--- config.mk ---
export PLATFORM = sky130hd
export DESIGN_NAME = cfg_regs
export DESIGN_NICKNAME = d
export VERILOG_FILES = /design/src/hdl/plsv_pkg.sv /design/src/hdl/cfg_regs.sv
export VERILOG_INCLUDE_DIRS = /design/src /design/src/hdl
export SDC_FILE = /design/constraint.sdc
export NUM_CORES = 1
export LEC_CHECK = 0
export BUFFER_PORTS_ARGS = -buffer_cell sky130_fd_sc_hd__buf_2
export CAP_MARGIN = 20
export CORE_MARGIN = 4
export CORE_UTILIZATION = 45
export DETAILED_ROUTE_END_ITERATION = 8
export GPL_TIMING_DRIVEN = 0
export PLACE_DENSITY = 0.83
export SLEW_MARGIN = 20
export SYNTH_ARGS = -nofsm -noshare
export SYNTH_HDL_FRONTEND = slang
export SYNTH_SLANG_ARGS = --single-unit
--- constraint.sdc ---
create_clock -name pl_clk0 -period 1.1 [get_ports pl_clk0]
set_input_delay 0.22 -clock pl_clk0 [delete_from_list [all_inputs] [get_ports pl_clk0]]
set_output_delay 0.22 -clock pl_clk0 [all_outputs]
set_load 0.01 [all_outputs]
--- src/hdl/plsv_settings.svh ---
`ifndef PLSV_SETTINGS_SVH
`define PLSV_SETTINGS_SVH

// Local bus geometry.
`define PLSV_DATA_W 32
`define PLSV_ADDR_W 16

// Top address nibble of each region.
`define PLSV_REGION_CFG 4'h0
`define PLSV_REGION_DSP 4'h1
`define PLSV_REGION_BRAM 4'h2

`define PLSV_BRAM_AW 10
`define PLSV_READ_DELAY 3
`define PLSV_SAMPLE_W 16
`define PLSV_GAIN_FRAC 14

`define PLSV_ID 32'h504c_5356
`define PLSV_UNMAPPED_DATA 32'hdead_beef

`endif

--- src/hdl/plsv_pkg.sv ---
`default_nettype none

`include "plsv_settings.svh"

package plsv_pkg;

	typedef logic [`PLSV_DATA_W-1:0] lb_data_t;
	typedef logic [`PLSV_ADDR_W-1:0] lb_addr_t;
	typedef logic [`PLSV_BRAM_AW-1:0] bram_addr_t;

	// Samples sit in the low half of a BRAM word.
	typedef logic signed [`PLSV_SAMPLE_W-1:0] sample_t;

	// Q1.14 gain.
	typedef logic signed [`PLSV_SAMPLE_W-1:0] gain_t;

	typedef enum logic [1:0] {
		ST_IDLE,
		ST_RUN,
		ST_DRAIN
	} player_state_t;

endpackage

`default_nettype wire

--- src/hdl/cfg_regs.sv ---
`timescale 1ns/1ps
`default_nettype none

`include "plsv_settings.svh"

module cfg_regs (
	input wire pl_clk0,
	input wire rst,
	input wire wren,
	input wire rden,
	input wire plsv_pkg::lb_addr_t offset,
	input wire plsv_pkg::lb_data_t wdata,
	output logic rvalid,
	output plsv_pkg::lb_data_t rdata,
	output logic enable,
	output logic loop,
	input wire playing,
	input wire [15:0] played_count
);
	import plsv_pkg::*;

	lb_data_t scratch;
	logic playing_q;

	always_ff @(posedge pl_clk0) begin
		if (rst) begin
			enable <= 1'b0;
			loop <= 1'b0;
			scratch <= '0;
			playing_q <= 1'b0;
			rvalid <= 1'b0;
		end else begin
			playing_q <= playing;
			rvalid <= rden;
			if (wren && offset[1:0] == 2'd1) begin
				enable <= wdata[0];
				loop <= wdata[1];
			end else if (playing_q && !playing && !loop) begin
				// Run finished on its own.
				enable <= 1'b0;
			end
			if (wren && offset[1:0] == 2'd2) begin
				scratch <= wdata;
			end
		end
	end

	always_ff @(posedge pl_clk0) begin
		if (rden) begin
			case (offset[1:0])
				2'd0: rdata <= `PLSV_ID;
				2'd1: rdata <= {30'd0, loop, enable};
				2'd2: rdata <= scratch;
				default: rdata <= {playing, 15'd0, played_count};
			endcase
		end
	end

endmodule

`default_nettype wire

Word-level counts from Yosys, hierarchy flattened
Cells that the tools add are included.
- register bits: 68
- input port bits: 69
- output and inout bits: 35
- word-level logic and storage cells: 19
- equality and inequality tests: 2
- mux-type cells: 3
- reductions and logical operators: 8
- operators with widths (kind ; count):
    32-bit case mux with 3 select lines ; 1
    1-bit logical AND ; 4
    2-bit by 1-bit equality test with 1-bit output, second input constant ; 1
    2-bit equality test, second input constant ; 1
    1-bit zero test ; 2
    2-bit zero test ; 1
    1-bit 2-to-1 mux ; 2
    2-bit nonzero test ; 1

Longest topological paths before layout
- depth after elaboration: 5
- mapped depth: 6
- gate-level depth less buffers: 3

Least setup slack after synthesis
No wires, ideal clock.
- kind: input to register
- from: input port offset[1]
- to: register rdata[0], data pin
- setup time: 270 ps
- arrival: 764 ps
- required time: 830 ps
- path slack: 66 ps
- stages: 4
- buffers on the path: 2
- path through: buf_6 -> inv_1 -> clkbuf_1 -> o21ai_0
- cells in the longest elaborated chain, start to end: 2
- elaborated cells between the ends (all ways): 4
- classes of those cells: 2 x eq/ne; 1 x mux; 1 x reduce/logical
- RTL lines (what ; RTL line ; RTL):
    from (decl) ; cfg_regs.sv:11 ; input wire plsv_pkg::lb_addr_t offset,
    2-bit equality test, or another cell as far along ; cfg_regs.sv:50 ; case (offset[1:0])
    32-bit case mux with 3 select lines (*) ; cfg_regs.sv:50 ;
    to (signal assigned) ; cfg_regs.sv:51 ; 2'd0: rdata <= `PLSV_ID;
    to (signal assigned) ; cfg_regs.sv:52 ; 2'd1: rdata <= {30'd0, loop, enable};
    to (signal assigned) ; cfg_regs.sv:53 ; 2'd2: rdata <= scratch;
    to (decl) ; cfg_regs.sv:14 ; output plsv_pkg::lb_data_t rdata,
Mark *: on every way between the ends. The rest lies on a longest branch, timed or not.
A chain may end at the register's enable or synchronous reset.

Final worst setup path
- from: register rdata[20]
- to: output port rdata[20]
No word-level cell between the ends.

==> results.cfg <==
[timing]
setup_tns_ps = 0
layout_min_cycle_time_ps = 1090
finalHoldViolCount = 0
fmax_mhz = 917
maxSlewViolCount = 0
fin_crit_sh = 0.991
worst_slew_pin_slew_ps = 856
slew_headroom = 0.429
whs_ps = 114
skew_ps = 9.49
rsz0062_at_grt = yes
setup_viol = 0

[drt]
antenna_left = 0
drt_iter0_markers = 89
vias_per_cell = 4.81
num_vias = 2102
drtPass1Iterations = 4
drc_errors = 0
detail_route.wl_per_cell_um = 14.7
postRouteWirelength_mm = 6.43

[pwr]
vdd_drop_max_mv = 0.818
power.total_mw = 5.58
cellLeakagePower_nw = 1.48
powerDensity_nw_per_um2 = 1540

[place]
dp_cells = 421
port_buffers = 87
place_congestion = 0.726
place_hpwl_mm = 4.58
place_area_sq_um = 3400

[die]
initial_core_util = 0.473
fp.dieH_um = 87.8
ioPinCount = 104
rows = 28
dieArea_sq_um = 7710
die-width_um = 87.8
core_area_sq_um = 6060

[synth]
syn_nets = 328
synth-adder-area-share = 0
synth_cell_types = 25
yosys.area_share.simple = 0.191
syn_area_per_cell_sq_um = 11.1
ys_ff_latch = 68
synth_compound_area_frac = 0.126
syn_inst = 259
ys_seq_area_frac = 0.586
synth_top_family_by_area = simple AND/OR/NAND/NOR gates
yosysWarnings = 0
synth_xor_xnor_area_share = 0
netlist_area_sq_um = 2870
synthMuxAreaShare = 0.0384

[clock_tree]
cts_setup_buffers = 0
htree_levels = 3
cts_max_path_buffers = 2
cts_sinks = 68
postCtsHoldBufs = 0
cts_buffers = 9
ctsRootBufferMaster = clkbuf_8
clk_latency_ps = 340
cts_tree = built
clk_pin_slew_worst_paths_ps = 70
postCtsResizedCells = 1

[global_routing]
grt_max_degree = 34
grt_pass1_wl_mm = 10.1
grt_pass1_vias = 2174
antenna_found_initial = 0
grt_overflow = 0
grt_usage = 0.176

[final_layout]
layout_commonest_cell = buf_2
area_delta_synth_final_pct = 26.1
fin_area_sq_um = 3620
n_antenna_cell = 0
finalNonFillerCells = 437
drive_gt1_frac = 0.494
nets = 426
layout_common_cells = buf_2, nand2_1, dfxtp_1

[critical_path]
r2r_slack_ps = 220
crit_cells = 1
startpoint = rdata[20]
endpoint_kind = output port
start_kind = flip-flop
rr_startpoint = loop
cp.arrival_ps = 870
r2r-end = enable
cp_top_family = flip-flops
crit_chain = buf_2
endpoint = rdata[20]
slowest_delay_ps = 380
crit_fanout = 1
required_ps = 880
crit_buf_inv = 1
critical_path.slowest_cell = edfxtp_1
worstSetupPathType = reg2out
reg2reg_depth = 3

[run]
max_cap_viol_count = 0

[hold_path]
hold_path_class = in2reg

[run_status]
status = complete, no violations
[power breakdown]
group          internal (mW)  switching [mW]  total [mW]  leakage [nW]
clock                   1.33           0.887        2.21         0.113
sequential              2.77          0.0375        2.81         0.618
combinational          0.241           0.322       0.563         0.752
total                   4.34            1.25        5.58          1.48
[kinds of logic after synthesis]
logic type / count (synthesis)
flops: 68
simple gates: 108
compound gates: 48
mux: 11
buf+inv: 24
[worst min-delay path by stage]
stage / startpoint / end / slack (ps) / depth (start not counted)
4_1_cts: wdata[15] / scratch[15] / 100 / 3
2_1_floorplan: rden / rdata[0] / 330 / 0
6_report: wdata[5] / scratch[5] / 110 / 3
3_5_place_dp: scratch[20] / scratch[20] / 450 / 2
3_3_place_gp: scratch[20] / scratch[20] / 440 / 2
5_1_grt: wdata[28] / scratch[28] / 110 / 3
[worst reg2reg max path, cell delays in order, from the launching register on]
cell	delay, ps
dfxtp_2	350
nor2_1	50
a211o_1	300
a21oi_2	120
[flip-flops by register name, summed over array words and instances (netlist names)]
register and count:
rdata 32, scratch 32, enable 1, loop 1, playing_q 1, rvalid 1
[stage by stage]
step / worst slack (ps) / utilization
final: 9.85 / 0.597
after global routing: -25.3 / 0.597
after CTS: -10.2 / 0.596
after detailed placement: -269 / 0.560
after global placement: -241 / 0.560
after floorplan: 66.3 / -
[area by class of cell]
cell class,count,area (sq um)
Fill cell,551,2440
Timing Repair Buffer,87,435
Sequential cell,68,1680
Buffer,17,141
Inverter,7,26.3
Clock buffer,11,141
Clock inverter,5,75.1
Tap cell,75,93.8
Multi-Input combinational cell,167,1020
[layer usage]
layer,vias up,wire length [um],global-route usage
met5,-,0,0
li1,1055,-,-
met1,962,2650,0.216
met2,75,3200,0.298
met3,10,436,0.0376
met4,0,138,0.0795
[cells in the mapped netlist]
master     n  area (sq um)
a211o_1    1          8.76
a21oi_1   15          75.1
a21oi_2   31           272
and2_1    10          62.6
and3b_1    1          8.76
and3b_4    1          12.5
buf_1      1          3.75
buf_12     3          60.1
buf_2      5          25.0
buf_4      2          15.0
buf_6      2          22.5
clkbuf_1   4          15.0
dfxtp_1   36           721
edfxtp_1  32           961
inv_1      7          26.3
mux2i_1   11           110
nand2_1   42           158
nand2_2   30           188
nand2b_1   1          6.26
nand3_1    1          5.00
nand3b_4   1          20.0
nor2_1    18          67.6
nor2b_1    2          12.5
nor3b_1    1          7.51
o21ai_0    1          5.00
Power figures use the tool's default switching activity.
