$ cat src/hdl/plsv_settings.svh
`ifndef PLSV_SETTINGS_SVH
`define PLSV_SETTINGS_SVH

// Local bus geometry.
`define PLSV_DATA_W 32
`define PLSV_ADDR_W 16

// Top address nibble of each region.
`define PLSV_REGION_CFG 4'h0
`define PLSV_REGION_DSP 4'h1
`define PLSV_REGION_BRAM 4'h2

`define PLSV_BRAM_AW 10
`define PLSV_READ_DELAY 3
`define PLSV_SAMPLE_W 16
`define PLSV_GAIN_FRAC 14

`define PLSV_ID 32'h504c_5356
`define PLSV_UNMAPPED_DATA 32'hdead_beef

`endif

$ cat src/hdl/plsv_pkg.sv
`default_nettype none

`include "plsv_settings.svh"

package plsv_pkg;

	typedef logic [`PLSV_DATA_W-1:0] lb_data_t;
	typedef logic [`PLSV_ADDR_W-1:0] lb_addr_t;
	typedef logic [`PLSV_BRAM_AW-1:0] bram_addr_t;

	// Samples sit in the low half of a BRAM word.
	typedef logic signed [`PLSV_SAMPLE_W-1:0] sample_t;

	// Q1.14 gain.
	typedef logic signed [`PLSV_SAMPLE_W-1:0] gain_t;

	typedef enum logic [1:0] {
		ST_IDLE,
		ST_RUN,
		ST_DRAIN
	} player_state_t;

endpackage

`default_nettype wire

$ cat src/hdl/lb_decode.sv
`timescale 1ns/1ps
`default_nettype none

`include "plsv_settings.svh"

module lb_decode (
	input wire pl_clk0,
	input wire rst,
	input wire wren,
	input wire plsv_pkg::lb_addr_t waddr,
	input wire plsv_pkg::lb_data_t wdata,
	input wire rden,
	input wire plsv_pkg::lb_addr_t raddr,
	input wire rdenlast,
	output logic cfg_wren,
	output logic cfg_rden,
	output logic dsp_wren,
	output logic dsp_rden,
	output logic bram_wren,
	output logic bram_rden,
	output plsv_pkg::lb_addr_t offset,
	output plsv_pkg::lb_data_t wdata_q,
	input wire cfg_rvalid,
	input wire plsv_pkg::lb_data_t cfg_rdata,
	input wire dsp_rvalid,
	input wire plsv_pkg::lb_data_t dsp_rdata,
	input wire bram_rvalid,
	input wire plsv_pkg::lb_data_t bram_rdata,
	output logic rvalid,
	output plsv_pkg::lb_data_t rdata,
	output logic rvalidlast
);
	logic [3:0] wregion;
	logic [3:0] rregion;
	logic unmapped_req;
	logic unmapped_q;
	logic unmapped_rvalid;
	logic pending;
	logic last_q;

	assign wregion = waddr[`PLSV_ADDR_W-1 -: 4];
	assign rregion = raddr[`PLSV_ADDR_W-1 -: 4];

	always_ff @(posedge pl_clk0) begin
		if (rst) begin
			cfg_wren <= 1'b0;
			dsp_wren <= 1'b0;
			bram_wren <= 1'b0;
			cfg_rden <= 1'b0;
			dsp_rden <= 1'b0;
			bram_rden <= 1'b0;
			unmapped_req <= 1'b0;
			unmapped_q <= 1'b0;
			pending <= 1'b0;
			last_q <= 1'b0;
		end else begin
			cfg_wren <= wren && wregion == `PLSV_REGION_CFG;
			dsp_wren <= wren && wregion == `PLSV_REGION_DSP;
			bram_wren <= wren && wregion == `PLSV_REGION_BRAM;
			cfg_rden <= rden && rregion == `PLSV_REGION_CFG;
			dsp_rden <= rden && rregion == `PLSV_REGION_DSP;
			bram_rden <= rden && rregion == `PLSV_REGION_BRAM;
			unmapped_req <= rden && rregion != `PLSV_REGION_CFG &&
				rregion != `PLSV_REGION_DSP && rregion != `PLSV_REGION_BRAM;
			// Gives unmapped reads the same latency as the register banks.
			unmapped_q <= unmapped_req;
			if (rden) begin
				pending <= 1'b1;
				last_q <= rdenlast;
			end else if (rvalid) begin
				pending <= 1'b0;
			end
		end
	end

	// A write owns the shared offset.
	always_ff @(posedge pl_clk0) begin
		offset <= wren ? waddr : raddr;
		wdata_q <= wdata;
	end

	assign unmapped_rvalid = unmapped_q;
	assign rvalid = cfg_rvalid || dsp_rvalid || bram_rvalid || unmapped_rvalid;
	assign rvalidlast = rvalid && last_q;

	always_comb begin
		if (cfg_rvalid) begin
			rdata = cfg_rdata;
		end else if (dsp_rvalid) begin
			rdata = dsp_rdata;
		end else if (bram_rvalid) begin
			rdata = bram_rdata;
		end else if (unmapped_rvalid) begin
			rdata = `PLSV_UNMAPPED_DATA;
		end else begin
			rdata = '0;
		end
	end

	a_single_read: assert property (@(posedge pl_clk0) disable iff (rst)
		rden |-> !pending);

	// Every bank answer belongs to the one outstanding read.
	a_rvalid_pending: assert property (@(posedge pl_clk0) disable iff (rst)
		rvalid |-> pending);

endmodule

`default_nettype wire

$ cat config.mk
export PLATFORM = sky130hd
export DESIGN_NAME = lb_decode
export DESIGN_NICKNAME = d
export VERILOG_FILES = /design/src/hdl/plsv_pkg.sv /design/src/hdl/lb_decode.sv
export VERILOG_INCLUDE_DIRS = /design/src /design/src/hdl
export SDC_FILE = /design/constraint.sdc
export NUM_CORES = 1
export LEC_CHECK = 0
export BUFFER_PORTS_ARGS = -buffer_cell sky130_fd_sc_hd__buf_2
export CAP_MARGIN = 15
export CORE_AREA = 2 2 100 102
export DETAILED_ROUTE_END_ITERATION = 8
export DIE_AREA = 0 0 102 104
export MAX_ROUTING_LAYER = met4
export SETUP_SLACK_MARGIN = 0.5
export SLEW_MARGIN = 10
export SYNTH_ARGS = -nofsm -noshare
export SYNTH_HDL_FRONTEND = slang
export SYNTH_SLANG_ARGS = --single-unit
$ cat constraint.sdc
create_clock -name pl_clk0 -period 1.7 [get_ports pl_clk0]
set_input_delay 0.425 -clock pl_clk0 [delete_from_list [all_inputs] [get_ports pl_clk0]]
set_output_delay 0.425 -clock pl_clk0 [all_outputs]
set_load 0.02 [all_outputs]
* Yosys cells after proc, flatten, opt, wreduce, memory -nomap -nowiden
Cells that the tools add are included.
Operators by class: eq/ne operators 6, muxes and demuxes 5, reduce and logical (&&, ||, !) cells 16
Operators by type and width (count):
- $mux W32 | 4
- $mux W16 | 1
- $logic_and A1 B1 Y1 | 10
- $eq A4 B1 Y1 const B | 2
- $eq A4 B2 Y1 const B | 2
- $logic_not A4 Y1 | 2
- $ne A4 B1 Y1 const B | 1
- $ne A4 B2 Y1 const B | 1
- $reduce_bool A4 Y1 | 1
- $logic_or A1 B1 Y1 | 3
Word-level totals: bits in registers 57, input port bits 168, output and inout bits 88, logic and storage cells 38

* Longest topological paths before layout
word-level depth 4, depth in mapped cells 5, gate-level depth less buffers 3

* Worst setup path after synthesis
No wires, ideal clock.
kind input-to-output, start input port dsp_rvalid, end output port rdata[14], arrival time 1476 ps, data required time 1275 ps, slack -201 ps, cell stages on the path 5, buffers on the path 2, cell sequence buf_2 -> nor2b_1 -> buf_2 -> a22oi_1 -> o21ai_0
Between the ends: longest elaborated chain between the ends 2
RTL lines:
- start: declaration | line lb_decode.sv:25 | input wire dsp_rvalid,
- $mux W32 | line lb_decode.sv:89 | end else if (dsp_rvalid) begin
- $mux W32 | line lb_decode.sv:87 | if (cfg_rvalid) begin
- end: declaration | line lb_decode.sv:30 | output plsv_pkg::lb_data_t rdata,
No other way between the ends.

* Worst setup path after layout
start input port bram_rvalid, end output port rdata[26]
Between the ends: longest elaborated chain between the ends 3
RTL lines:
- start: declaration | line lb_decode.sv:27 | input wire bram_rvalid,
- $mux W32 | line lb_decode.sv:91 | end else if (bram_rvalid) begin
- $mux W32 | line lb_decode.sv:89
- $mux W32 | line lb_decode.sv:87
No other way between the ends.

==> impl_metrics.toml <==
[cells_and_area]
n_antenna_cell = 0
final_common_cell = "buf_2"
design_area_um2 = 5280
syn_to_final_growth_pct = 147
nNetsFinal = 649
drive_above_1_share_pct = 91.4
layout_common_cells = "buf_2, buf_6, dfxtp_2"

[setup_path]
crit_path_max_fanout = 8
crit_type = "input pin to primary output"
cp-end-kind = "primary output"
arrival_ns = 1.35
reg2reg_setup_slack_ns = 1.12
cpMaxStageDelayCell = "a22oi_2"
crit_chain = "buf_8 -> nor2b_4 -> buf_4 -> buf_12 -> a22oi_2 -> a21oi_4 -> buf_6"
startpoint_type = "input pin"
max_stage_delay_ns = 0.20
required_ns = 1.27

[clock_network]
cts.htree.levels = 3
cts_tree = "done"
clockBufferDepth = 2
postCtsHoldBufs = 0
clk-insertion-delay-late_ns = 0.33
clock_sinks = 57
numCtsBuffers = 9
cts.clk_slew.worst_paths_ns = 0.07
clockRootBuffer = "clkbuf_8"

[detailed_routing]
drt_iter0_markers = 46
routed_via_density = 4.39
ant_nets = 0
wirelength_mm = 10.0
first_pass_iters = 4
drc_errors = 0
vias = 2717
routedWlPerCell_um = 16.2

[status]
status = "finished with violations"
violations = "setup timing"

[power]
ir_drop_v = 0.000975
cellLeakagePower_nw = 2.38
powerDensity_nw_per_um2 = 768

[sta]
rsz0062_at_grt = "yes"
hold_viol_final = 0
relSlewSlack_pct = 83.6
skew_ns = 0.0000157
tns_ns = -1.63
period_share_pct = 105
fin_ws_ns = -0.0784
final-setup-viol-count = 32
tightest_slew_ns = 0.245
fin_crit_ns = 1.78
fmax_mhz = 562
slew_violations = 0

[synthesis]
ys_ff_latch = 57
seq_area_frac_synth_pct = 53.4
netlist_instances = 205
netlist.area_leader.share_pct = 53.4
synth_xor_area_share_pct = 0
synth_compound_area_share_pct = 19.0
post_synth.cell_area_avg_um2 = 10.4
synthAdderAreaFrac_pct = 0
yosysTopAreaCell = "dfxtp_1"
synth_area_um2 = 2140
synthMuxAreaShare_pct = 9.89
synth.distinct_cells = 20
synthTopCellsByArea = "dfxtp_1, a22oi_1, mux2_2, nor2b_1, a21oi_1"
synth_simple_gate_area_share_pct = 14.3
ys_warn_count = 0
synth_nets = 373
synth_top_family_by_area = "compound AO/OA/AOI/OAI gates"

[die]
core_area_um2 = 9550
ios = 256
initial_core_util_pct = 22.4
rows = 36
die_w_um = 102
die_area_um2 = 10600
fp.dieH_um = 104

[global_route]
grt.overflow.total = 0
antenna_found_initial = 0
grtUsageTotal_pct = 18.4
grt_pass1_wl_mm = 14.3
grt_pass1_vias = 2863
grt_max_degree = 19

[placement]
place_area_um2 = 3970
gp_congestion = 0.742
dp_hpwl_mm = 6.69
port_buffers = 255

[run]
drv_cap = 0

[worst_hold_path]
min_path_type = "input pin to flip-flop"
-- through the flow --
stage | total power, mW | util, % | hold WS [ns] | worst slack, ns | instances
after CTS | 4.02 | 53.6 | 0.167 | -0.0970 | 616
after floorplan | 1.97 | - | 0.414 | 0.137 | 205
after detailed placement | 2.35 | 41.6 | 0.423 | -0.129 | 591
after global placement | 2.34 | 41.6 | 0.429 | -0.118 | 591
final | 4.05 | 55.3 | 0.185 | -0.0784 | 619
after global routing | 4.22 | 55.3 | 0.170 | -0.126 | 619
-- cell type report --
cell class                      instances  area, um2
Multi-Input combinational cell        133       1430
Fill cell                             822       4270
Sequential cell                        57       1210
Clock buffer                            9        124
Timing Repair Buffer                  280       2250
Tap cell                              133        166
Clock inverter                          7       95.1
-- flip-flops by register name, summed over array words and instances, names as in the netlist --
name and count:
last_q 1, bram_wren 1, unmapped_q 1, cfg_rden 1, cfg_wren 1, dsp_rden 1
offset 16, wdata_q 32, bram_rden 1, dsp_wren 1, unmapped_req 1
-- report_power, final --
part / internal, mW / switching [mW]
Combinational: 0.661 / 0.564
Clock: 0.823 / 0.541
Sequential: 1.43 / 0.0379
Total: 2.91 / 1.14
-- synth_stat cells --
| cell type | number |
|---|---|
| mux2i_1 | 2 |
| and2_1 | 1 |
| or4b_4 | 2 |
| nor3b_1 | 3 |
| buf_2 | 8 |
| clkbuf_1 | 6 |
| nor3b_2 | 2 |
| dfxtp_1 | 57 |
| nor3_1 | 2 |
| nor2_1 | 3 |
| a21oi_2 | 1 |
| nand2_1 | 10 |
| nor2b_1 | 25 |
| mux2_2 | 17 |
| a22oi_1 | 30 |
| buf_6 | 1 |
| a21oi_1 | 24 |
| and3b_1 | 1 |
| o21ai_0 | 9 |
| a211oi_1 | 1 |
-- kinds of logic (layout without fill, tap and decap cells) --
logic type	after synthesis	after routing
buffers and inverters	15	296
AOI/OAI and AO/OA	65	65
muxes	19	19
DFF	57	57
and+or+nand+nor	49	49
-- per-layer routing --
| metal | track usage, % | up-vias | routed length, um |
|---|---|---|---|
| li1 | - | 1292 | - |
| met1 | 17.2 | 1241 | 3430 |
| met4 | 8.38 | 0 | 224 |
| met2 | 33.9 | 169 | 5500 |
| met5 | - | - | 0 |
| met3 | 5.11 | 15 | 862 |
-- worst paths after layout --
kind	from	to	cells past startpoint
min reg2reg	unmapped_req$_SDFF_PP0_	unmapped_q$_SDFF_PP0_	1
max	bram_rvalid	rdata[26]	7
max reg2reg	last_q$_SDFFE_PP0P_	last_q$_SDFFE_PP0P_	2
min	wdata[8]	wdata_q[8]$_DFF_P_	1
-- repair_timing --
item                                    in CTS  in global routing
resized for setup                          265                 27
setup buffers                                5                  1
cloned                                       4                  2
pin swaps                                   26                 11
endpoints found under the setup margin      88                 88
-- critical path: cells and delay by family --
kind                   cells  cell delay [ns]
AND/OR/NAND/NOR            1             0.13
AO/OA/AOI/OAI              2             0.29
buffers and inverters      4             0.51
Note: power is estimated with default switching activity, not from simulation.
