===== config.mk =====
export PLATFORM = sky130hd
export DESIGN_NAME = wave_player
export DESIGN_NICKNAME = d
export VERILOG_FILES = /design/src/hdl/plsv_pkg.sv /design/src/hdl/wave_player.sv
export VERILOG_INCLUDE_DIRS = /design/src /design/src/hdl
export SDC_FILE = /design/constraint.sdc
export NUM_CORES = 1
export LEC_CHECK = 0
export BUFFER_PORTS_ARGS = -buffer_cell sky130_fd_sc_hd__buf_2
export CELL_PAD_IN_SITES_DETAIL_PLACEMENT = 0
export CELL_PAD_IN_SITES_GLOBAL_PLACEMENT = 1
export CORE_MARGIN = 3
export CORE_UTILIZATION = 53
export DETAILED_ROUTE_END_ITERATION = 8
export GPL_TIMING_DRIVEN = 0
export PLACE_DENSITY_LB_ADDON = 0.2
export SLEW_MARGIN = 20
export SYNTH_ARGS = -nofsm -noshare
export SYNTH_HDL_FRONTEND = slang
export SYNTH_SLANG_ARGS = --single-unit

===== constraint.sdc =====
create_clock -name pl_clk0 -period 24.2 [get_ports pl_clk0]
set_input_delay 0 -clock pl_clk0 [delete_from_list [all_inputs] [get_ports pl_clk0]]
set_output_delay 0 -clock pl_clk0 [all_outputs]
set_load 0.005 [all_outputs]

===== src/hdl/plsv_settings.svh =====
`ifndef PLSV_SETTINGS_SVH
`define PLSV_SETTINGS_SVH

// Local bus geometry.
`define PLSV_DATA_W 32
`define PLSV_ADDR_W 16

// Top address nibble of each region.
`define PLSV_REGION_CFG 4'h0
`define PLSV_REGION_DSP 4'h1
`define PLSV_REGION_BRAM 4'h2

`define PLSV_BRAM_AW 10
`define PLSV_READ_DELAY 3
`define PLSV_SAMPLE_W 16
`define PLSV_GAIN_FRAC 14

`define PLSV_ID 32'h504c_5356
`define PLSV_UNMAPPED_DATA 32'hdead_beef

`endif


===== src/hdl/plsv_pkg.sv =====
`default_nettype none

`include "plsv_settings.svh"

package plsv_pkg;

	typedef logic [`PLSV_DATA_W-1:0] lb_data_t;
	typedef logic [`PLSV_ADDR_W-1:0] lb_addr_t;
	typedef logic [`PLSV_BRAM_AW-1:0] bram_addr_t;

	// Samples sit in the low half of a BRAM word.
	typedef logic signed [`PLSV_SAMPLE_W-1:0] sample_t;

	// Q1.14 gain.
	typedef logic signed [`PLSV_SAMPLE_W-1:0] gain_t;

	typedef enum logic [1:0] {
		ST_IDLE,
		ST_RUN,
		ST_DRAIN
	} player_state_t;

endpackage

`default_nettype wire


===== src/hdl/wave_player.sv =====
`timescale 1ns/1ps
`default_nettype none

`include "plsv_settings.svh"

module wave_player (
	input wire pl_clk0,
	input wire rst,
	input wire enable,
	input wire loop,
	input wire plsv_pkg::gain_t gain,
	input wire plsv_pkg::sample_t offset_val,
	input wire plsv_pkg::bram_addr_t start,
	input wire [`PLSV_BRAM_AW:0] length,
	output logic play_rden,
	output plsv_pkg::bram_addr_t play_addr,
	input wire play_rvalid,
	input wire plsv_pkg::sample_t play_rdata,
	output logic sample_valid,
	input wire sample_ready,
	output plsv_pkg::sample_t sample_data,
	output logic playing,
	output logic [15:0] played_count
);
	import plsv_pkg::*;

	localparam int BUF_DEPTH = 4;
	localparam int SUM_W = 2 * `PLSV_SAMPLE_W + 1 - `PLSV_GAIN_FRAC;
	localparam logic signed [SUM_W-1:0] SAT_MAX = 32767;
	localparam logic signed [SUM_W-1:0] SAT_MIN = -32768;

	player_state_t state;
	logic armed;
	logic [`PLSV_BRAM_AW:0] remain;
	logic [2:0] inflight;
	logic [2:0] count;
	logic [1:0] wr_ptr;
	logic [1:0] rd_ptr;
	sample_t fifo [BUF_DEPTH];
	logic has_credit;
	logic pop;
	logic signed [2*`PLSV_SAMPLE_W-1:0] product;
	logic signed [SUM_W-2:0] scaled;
	logic signed [SUM_W-1:0] summed;
	sample_t result;

	// Buffer slots already spoken for by reads in flight count as used.
	assign has_credit = ({1'b0, count} + {1'b0, inflight}) < 4'(BUF_DEPTH);
	assign play_rden = state == ST_RUN && enable && has_credit;
	assign sample_valid = count != 3'd0;
	assign sample_data = fifo[rd_ptr];
	assign pop = sample_valid && sample_ready;
	assign playing = state != ST_IDLE;

	assign product = play_rdata * gain;
	assign scaled = product[2*`PLSV_SAMPLE_W-1:`PLSV_GAIN_FRAC];
	assign summed = scaled + offset_val;

	always_comb begin
		if (summed > SAT_MAX) begin
			result = SAT_MAX[`PLSV_SAMPLE_W-1:0];
		end else if (summed < SAT_MIN) begin
			result = SAT_MIN[`PLSV_SAMPLE_W-1:0];
		end else begin
			result = summed[`PLSV_SAMPLE_W-1:0];
		end
	end

	always_ff @(posedge pl_clk0) begin
		if (rst) begin
			state <= ST_IDLE;
			armed <= 1'b1;
			remain <= '0;
			play_addr <= '0;
			inflight <= '0;
			count <= '0;
			wr_ptr <= '0;
			rd_ptr <= '0;
			played_count <= '0;
		end else begin
			// A finished run waits for enable to go low before it may start again.
			if (!enable) begin
				armed <= 1'b1;
			end
			inflight <= inflight + 3'(play_rden) - 3'(play_rvalid);
			count <= count + 3'(play_rvalid) - 3'(pop);
			if (play_rvalid) begin
				wr_ptr <= wr_ptr + 2'd1;
			end
			if (pop) begin
				rd_ptr <= rd_ptr + 2'd1;
				played_count <= played_count + 16'd1;
			end
			case (state)
				ST_IDLE: begin
					if (enable && armed) begin
						state <= ST_RUN;
						armed <= 1'b0;
						play_addr <= start;
						remain <= length;
						played_count <= '0;
					end
				end
				ST_RUN: begin
					if (!enable) begin
						state <= ST_DRAIN;
					end else if (play_rden) begin
						if (remain == 1) begin
							if (loop) begin
								play_addr <= start;
								remain <= length;
							end else begin
								state <= ST_DRAIN;
							end
						end else begin
							play_addr <= play_addr + 1'b1;
							remain <= remain - 1'b1;
						end
					end
				end
				ST_DRAIN: begin
					if (inflight == '0 && count == '0) begin
						state <= ST_IDLE;
					end
				end
				default: state <= ST_IDLE;
			endcase
		end
	end

	always_ff @(posedge pl_clk0) begin
		if (play_rvalid) begin
			fifo[wr_ptr] <= result;
		end
	end

	// Memory latency and the credit count must agree.
	a_no_overflow: assert property (@(posedge pl_clk0) disable iff (rst)
		play_rvalid |-> (count < 3'(BUF_DEPTH) || pop));

endmodule

`default_nettype wire


==> Yosys cells after proc, flatten, opt, wreduce, memory -nomap -nowiden <==
Memories as Yosys holds them, arrays and structs flattened. A register that Yosys moved wholly into a read port is not among the register bits.
Cells that the tools add are included.
W data, S select, Z words.
{ "word_totals": {"rom_bits": 0, "register_bits": 50, "mem_count": 1, "latch_bits": 0, "mem_bits_rw": 64} }
{ "op_classes": {"muxes": 31, "div": 0, "add_sub_neg": 11, "multipliers": 1, "reduce_logical": 13, "magnitude_cmp": 3, "n_bitwise": 0, "shifts": 0, "eq_ne": 11} }
{ "mem_list": {"columns": ["memory", "depth", "word_bits", "read_ports", "rd_ports_with_merged_regs", "wr", "line", "source"], "rows": [
  ["fifo", 4, 16, 1, 1, 1, "wave_player.sv:39", "sample_t fifo [BUF_DEPTH];"]
]} }
{ "op_table": {"columns": ["cell", "n"], "rows": [
  ["$mux W16", 5],
  ["$mux W11", 5],
  ["$mux W10", 5],
  ["$mul A16 B16 Y32", 1],
  ["$pmux W11 S2", 1],
  ["$pmux W10 S2", 1],
  ["$add A18 B16 Y19", 1],
  ["$gt A19 B16 Y1 const B", 1],
  ["$lt A19 B16 Y1 const B", 1],
  ["$add A16 B1 Y16 const B", 1],
  ["$mux W2", 8],
  ["$eq A11 B1 Y1 const B", 1],
  ["$sub A11 B1 Y11 const B", 1],
  ["$add A10 B1 Y10 const B", 1],
  ["$reduce_and A5 Y1", 2],
  ["$ne A3 B3 Y1 const B", 3],
  ["$ne A2 B2 Y1 const B", 4],
  ["$add A3 B1 Y3", 2],
  ["$logic_not A3 Y1", 2],
  ["$pmux W2 S3", 1],
  ["$sub A3 B1 Y3", 2],
  ["$logic_and A1 B1 Y1", 5],
  ["$mux W1", 5],
  ["$add A2 B1 Y2 const B", 2],
  ["8 further kinds", 9]
]} }

==> Longest topological paths before layout <==
Gate-level depths: netlist (run 1).
{ "logic_depth": {"ltp_word": 6, "depth_mapped": 34, "mapped_depth_nobuf": 32} }

==> Worst setup path before layout (run 1) <==
No wires, ideal clock.
{ "synth_timing": {"path_type": "input -> register", "startpoint": "in gain[1]", "endpoint": "mem fifo[0][12] (netlist name) (data pin)", "required_ps": 23905, "setup_slack_ps": 16468, "n_path_buf": 2, "arrival_time_ps": 7437, "path_stages": 32, "setup_ps": 295, "cell_sequence": "clkbuf_1 > nand2_1 > inv_1 > fa_1 > inv_1 > fa_1 > inv_1 > fa_1 > fa_1 > fa_1 > inv_1 > fa_1 > inv_1 > ha_1 > nand3_1 > nor2_1 > and2_1 > a32o_1 > a41o_1 > nor4_1 > nor3_1 > xor2_1 > ha_1 > a21o_1 > a211o_1 > a21oi_1 > a21oi_1 > xnor2_1 > and3_4 > nand2b_1 > buf_4 > o21ai_0"} }
{ "synth_between": {"elab_chain_len": 5} }
{ "synth_rtl": {"columns": ["item", "line", "source"], "rows": [
  ["start: declaration", "wave_player.sv:11", "input wire plsv_pkg::gain_t gain,"],
  ["$mul A16 B16 Y32 *", "wave_player.sv:55", "assign product = play_rdata * gain;"],
  ["$add A18 B16 Y19 *", "wave_player.sv:57", "assign summed = scaled + offset_val;"],
  ["$lt A19 B16 Y1", "wave_player.sv:62", "end else if (summed < SAT_MIN) begin"],
  ["$mux W16", "wave_player.sv:62", null],
  ["$mux W16 *", "wave_player.sv:60", "if (summed > SAT_MAX) begin"],
  ["via result[12]", "wave_player.sv:45", "sample_t result;"],
  ["end: declaration", "wave_player.sv:39", null]
]} }
Mark *: on every way through the listed nets, which the timed path passes. The rest lies on a longest branch.

==> Worst setup path in the final report (run 1) <==
{ "layout_timing": {"startpoint": "in play_rdata[8]", "endpoint": "mem fifo[3][13] (netlist name) (data pin)"} }
{ "layout_between": {"elab_chain_len": 5} }
{ "layout_rtl": {"columns": ["item", "line", "source"], "rows": [
  ["start: declaration", "wave_player.sv:18", "input wire plsv_pkg::sample_t play_rdata,"],
  ["$mul A16 B16 Y32 *", "wave_player.sv:55", null],
  ["$add A18 B16 Y19 *", "wave_player.sv:57", null],
  ["$lt A19 B16 Y1", "wave_player.sv:62", null],
  ["$mux W16", "wave_player.sv:62", null],
  ["$mux W16 *", "wave_player.sv:60", null],
  ["via result[13]", "wave_player.sv:45", null]
]} }
Marked as above.

==> results of run 1 <==
==> repair_timing <==
| action | CTS | global route |
|---|---|---|
| hold buffers | 23 | 0 |
| endpoints found under the hold margin | 27 | 0 |
| gates resized for setup | 0 | 0 |
==> worst max-delay path, delay by kind of cell <==
kind / cells / cell delay [ns]
buffers and inverters: 5 / 0.91
AND/OR/NAND/NOR: 4 / 0.91
AO/OA/AOI/OAI: 11 / 2.85
XOR/XNOR: 2 / 0.63
adder cells (fa/ha/maj): 8 / 3.73
==> layer usage <==
layer,up-vias,global-route usage
met2,424,0.4353
li1,5412,-
met4,0,0.06448
met3,62,0.02853
met1,5831,0.3473
met5,-,0
==> worst min-delay path by stage <==
stage | depth (start not counted) | slack [ns] | start | to
detailed placement | 2 | 0.25 | enable | armed
global route | 5 | 0.05 | length[6] | remain[6]
global placement | 2 | 0.24 | enable | armed
CTS | 5 | 0.02 | length[6] | remain[6]
floorplan | 1 | 0.09 | enable | armed
finish | 5 | 0.03 | length[6] | remain[6]
==> sequential cells by signal (all words and copies together), names as in the netlist, named ones only <==
name and cells:
fifo 64, played_count 16, remain 11, play_addr 10, count 3, inflight 3
rd_ptr 2, state 2, wr_ptr 2, armed 1
==> layout by cell type (no fill, tap or decap), types with 52 or more instances in the layout <==
| master | synthesis | layout |
|---|---|---|
| ha_1 | 113 | 113 |
| nor2_1 | 82 | 82 |
| a21oi_1 | 66 | 66 |
| edfxtp_1 | 64 | 64 |
| and2_1 | 129 | 129 |
| nand2_1 | 166 | 166 |
| dfxtp_1 | 52 | 52 |
| fa_1 | 264 | 264 |
| inv_1 | 322 | 322 |
| buf_2 | 6 | 124 |
==> final cells by class <==
cell class / instances / area [um2] / share of cell area
multi-input combinational: 1120 / 11110 / 0.6349
sequential: 116 / 2963 / 0.1693
inverter: 322 / 1209 / 0.06905
timing repair buffer: 141 / 820.8 / 0.04689
clock buffer: 32 / 681.9 / 0.03896
tap: 378 / 473.0 / 0.02702
buffer: 54 / 214.0 / 0.01222
clock inverter: 1 / 30.03 / 0.001716
==> through the flow <==
| stage | hold WS (ns) | setup WS, ns | utilization |
|---|---|---|---|
| after floorplan | 0.08695 | 16.47 | - |
| after global placement | 0.2393 | 15.04 | 0.5849 |
| after detailed placement | 0.2453 | 14.93 | 0.5849 |
| after CTS | 0.01942 | 15.37 | 0.6182 |
| after global routing | 0.04530 | 14.73 | 0.6182 |
| final | 0.03388 | 15.26 | 0.6182 |
==> cells by family (layout without fill, tap and decap cells) <==
family,Yosys count,after routing,synth area share
flip-flops,116,116,0.1912
AND/OR/NAND/NOR,476,476,0.1508
XOR/XNOR,63,63,0.03560
AO/OA/AOI/OAI,186,186,0.07387
multiplexers,18,18,0.02454
adder cells (fa/ha/maj),377,377,0.4322
buffers and inverters,376,550,0.09179
==> flow_metrics.py, run 1 <==
metrics = {
    "logic_synthesis": {
        "yosysMostFrequentCell": "inv_1",
        "synth_top_area_cell": "fa_1",
        "synth.net_count": 2064,
        "ys_types": 54,
        "synth_common_cells": "inv_1 (322), fa_1 (264), nand2_1 (166)",
        "synth.top_cell.area_share": 0.3410,
        "ys_top_cells_by_area": "fa_1 (34%), edfxtp_1 (12%), ha_1 (9.1%), inv_1 (7.8%), dfxtp_1 (6.7%)",
        "syn_area_per_cell_um2": 9.615,
        "yosys_most_used_dff": "edfxtp_1",
        "yosys_warnings": 0,
        "ys_ff_latch": 116,
        "ys_seq_area_frac": 0.1912,
        "synth_edf_count": 64,
        "async_flop_share": 0,
        "mappedNetlistArea_um2": 15500,
        "postSynthCellCount": 1612,
    },
    "floorplanning": {
        "core_area_um2": 28320,
        "die_y_um": 177.0,
        "io_pins": 120,
        "rows": 61,
        "initial_utilization": 0.5473,
        "die_x_um": 177.0,
        "die_area_um2": 31330,
    },
    "sta": {
        "post-route-min-period_ns": 8.938,
        "setup_tns_ns": 0,
        "rsz0062_at_grt": "no",
        "clock_skew_ns": 0.01371,
        "fmax_mhz": 111.9,
        "setup_viol": 0,
        "worst_slew_pin_slew_ns": 0.8896,
        "max-slew-margin-rel": 0.4069,
        "post-route-period-util": 0.3693,
        "drv_slew": 0,
        "hold_viol": 0,
    },
    "outcome": {
        "status": "finished, final reports clean",
    },
    "setup_path": {
        "cp_max_fo": 10,
        "required_ns": 24.32,
        "crit_top_cell": "fa_1",
        "cp_slowest_stage_delay_ns": 0.58,
        "critPathKind": "in -> reg",
        "timing.rr.end": "remain[2]",
        "start_kind": "input port",
        "cp-startpoint": "play_rdata[8]",
        "reg2reg_depth": 9,
        "worstReg2RegStart": "inflight[1]",
        "r2r_slack_ns": 21.27,
        "endpoint": "fifo[3][13]",
        "cp-end-kind": "flip-flop",
        "slowest_stage": "clkbuf_1",
        "cp.arrival_ns": 9.06,
    },
    "cells_and_area": {
        "final_area_um2": 17500,
        "fillers": 2426,
        "synthToLayoutAreaGrowth_pct": 12.94,
        "diodes": 0,
        "drive_above_1_share": 0.09966,
        "fin_nets": 2232,
        "fin_cells": 2164,
    },
    "placement": {
        "placed_cell_area_um2": 16560,
        "port-buffer-count": 118,
        "dpl.hpwl_mm": 30.44,
        "dp.cells": 2108,
        "gp_congestion": 0.8798,
    },
    "cts": {
        "root_buffer": "clkbuf_16",
        "tritoncts": "yes",
        "cts_buffer_depth": 3,
        "path_clk_slew_ns": 0.05,
        "cts-htree-levels": 4,
        "cts_buffers": 25,
        "postCtsSetupBuffers": 0,
        "clk_latency_ns": 0.46,
        "cts.sinks": 116,
    },
    "drt": {
        "routed_wirelength_mm": 38.21,
        "dr_wl_met2_mm": 18.83,
        "drtPass1Iterations": 5,
        "vias": 11729,
        "met3_length_mm": 2.557,
        "routedLengthMet1_mm": 15.89,
        "wl_per_cell_um": 17.66,
        "detail-route-antenna-nets": 0,
        "drt_iter0_drc": 808,
        "drc": 0,
        "highest-signal-layer": "met4",
        "via_per_inst": 5.420,
    },
    "global_routing": {
        "grt_start_max_net_pins": 17,
        "grt_pass1_vias": 12237,
        "grt_use_total": 0.2539,
        "grt_pass1_wl_mm": 62.65,
        "antenna_found_initial": 0,
        "globalRouteOverflowTotal": 0,
    },
    "run": {
        "drv_cap": 0,
    },
    "min_path": {
        "min_path_type": "in -> reg",
    },
}
Power of run 1 is not shown: default switching activity piles up to over one toggle a cycle in this logic, so the estimate is an artifact.
==> run 2: changes to the inputs <==
ABC_AREA = 1   (was unset)
CORE_UTILIZATION = 47   (was 53)
clock period = 8.48 ns   (was 24.2 ns; I/O delays follow)
==> run 2 against run 1 <==
  * Critical path depth grew 4
  * Via count grew 15%
  * Clock skew shrank 0.0078 ns
  * Synthesized area grew 8.0%
  * Critical endpoint is now fifo[2][9]
  * Highest routed layer unchanged
==> flow_metrics.py, run 2 <==
metrics = {
    "outcome": {
        "status": "finished, final reports clean",
    },
    "sta": {
        "post-route-min-period_ns": 7.992,
        "setup_viol": 0,
        "max-slew-margin-rel": 0.4541,
        "setup_tns_ns": 0,
        "post-route-period-util": 0.9425,
        "worst_slew_pin_slew_ns": 0.8188,
        "whs_ns": 0.02167,
        "hold_viol": 0,
        "rsz0062_at_grt": "no",
        "clock_skew_ns": 0.005888,
        "fmax_mhz": 125.1,
        "drv_slew": 0,
    },
    "setup_path": {
        "required_ns": 8.60,
        "cp_max_fo": 10,
        "critPathKind": "in -> reg",
        "cp-end-kind": "flip-flop",
        "timing.rr.end": "count[2]",
        "crit_top_cell": "nand2_1",
        "r2r_slack_ns": 6.06,
        "cp_slowest_stage_delay_ns": 0.68,
        "slowest_stage": "clkbuf_1",
        "worstReg2RegStart": "count[2]",
        "reg2reg_depth": 12,
        "cp.arrival_ns": 8.11,
        "start_kind": "input port",
    },
    "logic_synthesis": {
        "async_flop_share": 0,
        "syn_area_per_cell_um2": 7.878,
        "synth_common_cells": "inv_1 (545), nand2_1 (494), fa_1 (264)",
        "postSynthCellCount": 2124,
        "synth.net_count": 2576,
        "ys_seq_area_frac": 0.1771,
        "synth_top_area_cell": "fa_1",
        "synth.top_cell.area_share": 0.3159,
        "yosysMostFrequentCell": "inv_1",
        "ys_types": 51,
        "yosys_warnings": 0,
        "ys_top_cells_by_area": "fa_1 (32%), inv_1 (12%), edfxtp_1 (11%), nand2_1 (11%), ha_1 (8.4%)",
        "mappedNetlistArea_um2": 16730,
        "synth_edf_count": 64,
        "ys_ff_latch": 116,
        "yosys_most_used_dff": "edfxtp_1",
    },
    "drt": {
        "highest-signal-layer": "met4",
        "dr_wl_met2_mm": 21.33,
        "drtPass1Iterations": 5,
        "detail-route-antenna-nets": 0,
        "met3_length_mm": 2.087,
        "routed_wirelength_mm": 44.50,
        "drc": 0,
        "routedLengthMet1_mm": 19.06,
        "wl_per_cell_um": 16.28,
        "via_per_inst": 4.938,
        "vias": 13495,
        "drt_iter0_drc": 731,
    },
    "placement": {
        "gp_congestion": 0.9781,
        "dpl.hpwl_mm": 36.64,
        "port-buffer-count": 97,
    },
    "global_routing": {
        "globalRouteOverflowTotal": 0,
        "grt_use_total": 0.2414,
        "grt_start_max_net_pins": 17,
        "antenna_found_initial": 0,
        "grt_pass1_vias": 14121,
        "grt_pass1_wl_mm": 72.38,
    },
    "cells_and_area": {
        "synthToLayoutAreaGrowth_pct": 11.52,
        "final_common_cell": "inv_1",
        "largest-register": "fifo",
        "diodes": 0,
        "mostFrequentLayoutCells": "inv_1 (545), nand2_1 (494), fa_1 (263)",
        "drive_above_1_share": 0.07814,
        "top_regs": "fifo x64, played_count x16, remain x11",
        "fillers": 3404,
        "largest_reg_flops": 64,
        "fin_nets": 2717,
    },
    "floorplanning": {
        "die_x_um": 194.7,
        "rows": 68,
        "initial_utilization": 0.4808,
        "die_area_um2": 37900,
        "die_y_um": 194.7,
        "io_pins": 120,
        "core_area_um2": 34800,
    },
    "cts": {
        "root_buffer": "clkbuf_16",
        "cts_buffer_depth": 2,
        "tritoncts": "yes",
        "path_clk_slew_ns": 0.06,
        "clk_latency_ns": 0.42,
        "cts-htree-levels": 4,
        "cts_buffers": 17,
        "cts.sinks": 116,
    },
    "min_path": {
        "worstHoldStart": "length[0]",
        "min_path_cells": 5,
        "min_path_type": "in -> reg",
        "min_to": "remain[0]",
    },
    "run": {
        "drv_cap": 0,
    },
}
run 2: cell count changes after synthesis, moves of 16 or more:
cell	before	now
and2_1	129	0
clkbuf_1	45	66
inv_1	322	545
mux4_2	16	0
nand2_1	166	494
nand3_1	23	43
nor2_1	82	146
o21ai_0	48	77
xnor2_1	35	17
run 2: worst max path at each step:
stage                   startpoint           to  slack, ns
finish                     gain[3]   fifo[2][9]       0.49
global route        play_rdata[15]   fifo[2][9]       0.05
CTS                 play_rdata[15]   fifo[3][7]       0.51
detailed placement  play_rdata[15]   fifo[2][9]       0.11
global placement    play_rdata[15]   fifo[3][7]       0.17
floorplan           play_rdata[15]  fifo[0][10]       1.70
run 2: layout make-up:
class / count / area [um2] / area share
multi-input cells: 1383 / 11380 / 0.6097
flip-flops and latches: 116 / 2963 / 0.1588
inverters: 548 / 2059 / 0.1104
repair buffers: 122 / 735.7 / 0.03943
well taps: 455 / 569.3 / 0.03051
clock buffers: 17 / 425.4 / 0.02280
plain buffers: 77 / 335.3 / 0.01797
clock inverters: 15 / 195.2 / 0.01046
run 2: per-layer routing:
layer	global-route usage	up-vias
li1	-	6569
met1	0.3128	6466
met2	0.4108	365
met3	0.03103	95
met4	0.09973	0
met5	0	-
run 2: cells by family (layout without fill, tap and decap cells):
| family | after synthesis | count (layout) | share of synthesized area |
|---|---|---|---|
| XOR/XNOR | 59 | 59 | 0.03088 |
| adder cells (fa/ha/maj) | 377 | 377 | 0.4004 |
| buffers and inverters | 625 | 779 | 0.1431 |
| AO/OA/AOI/OAI | 199 | 199 | 0.06700 |
| flip-flops | 116 | 116 | 0.1771 |
| AND/OR/NAND/NOR | 748 | 748 | 0.1816 |
run 2: critical path, delay by kind of cell:
| kind | cells | cell delay, ns |
|---|---|---|
| adder cells (fa/ha/maj) | 8 | 3.91 |
| AND/OR/NAND/NOR | 15 | 1.60 |
| AO/OA/AOI/OAI | 5 | 1.16 |
| buffers and inverters | 6 | 1.43 |
run 2: metrics by stage:
stage	util	instances	worst slack (ns)	cell area, um2
after global placement	0.5111	2676	0.1740	17790
after CTS	0.5362	2733	0.5129	18660
final	0.5362	2733	0.4875	18660
after global routing	0.5362	2733	0.05241	18660
after detailed placement	0.5111	2676	0.1070	17790
after floorplan	-	2124	1.703	16730
run 2: what timing repair did:
item | 4_1_cts | 5_1_grt
hold buffers | 25 | 0
buffers inserted | 0 | 0
endpoints found under the setup margin | 0 | 60
endpoints found under the hold margin | 27 | 0
resized for setup | 0 | 2
Power of run 2 is left out for the same reason.
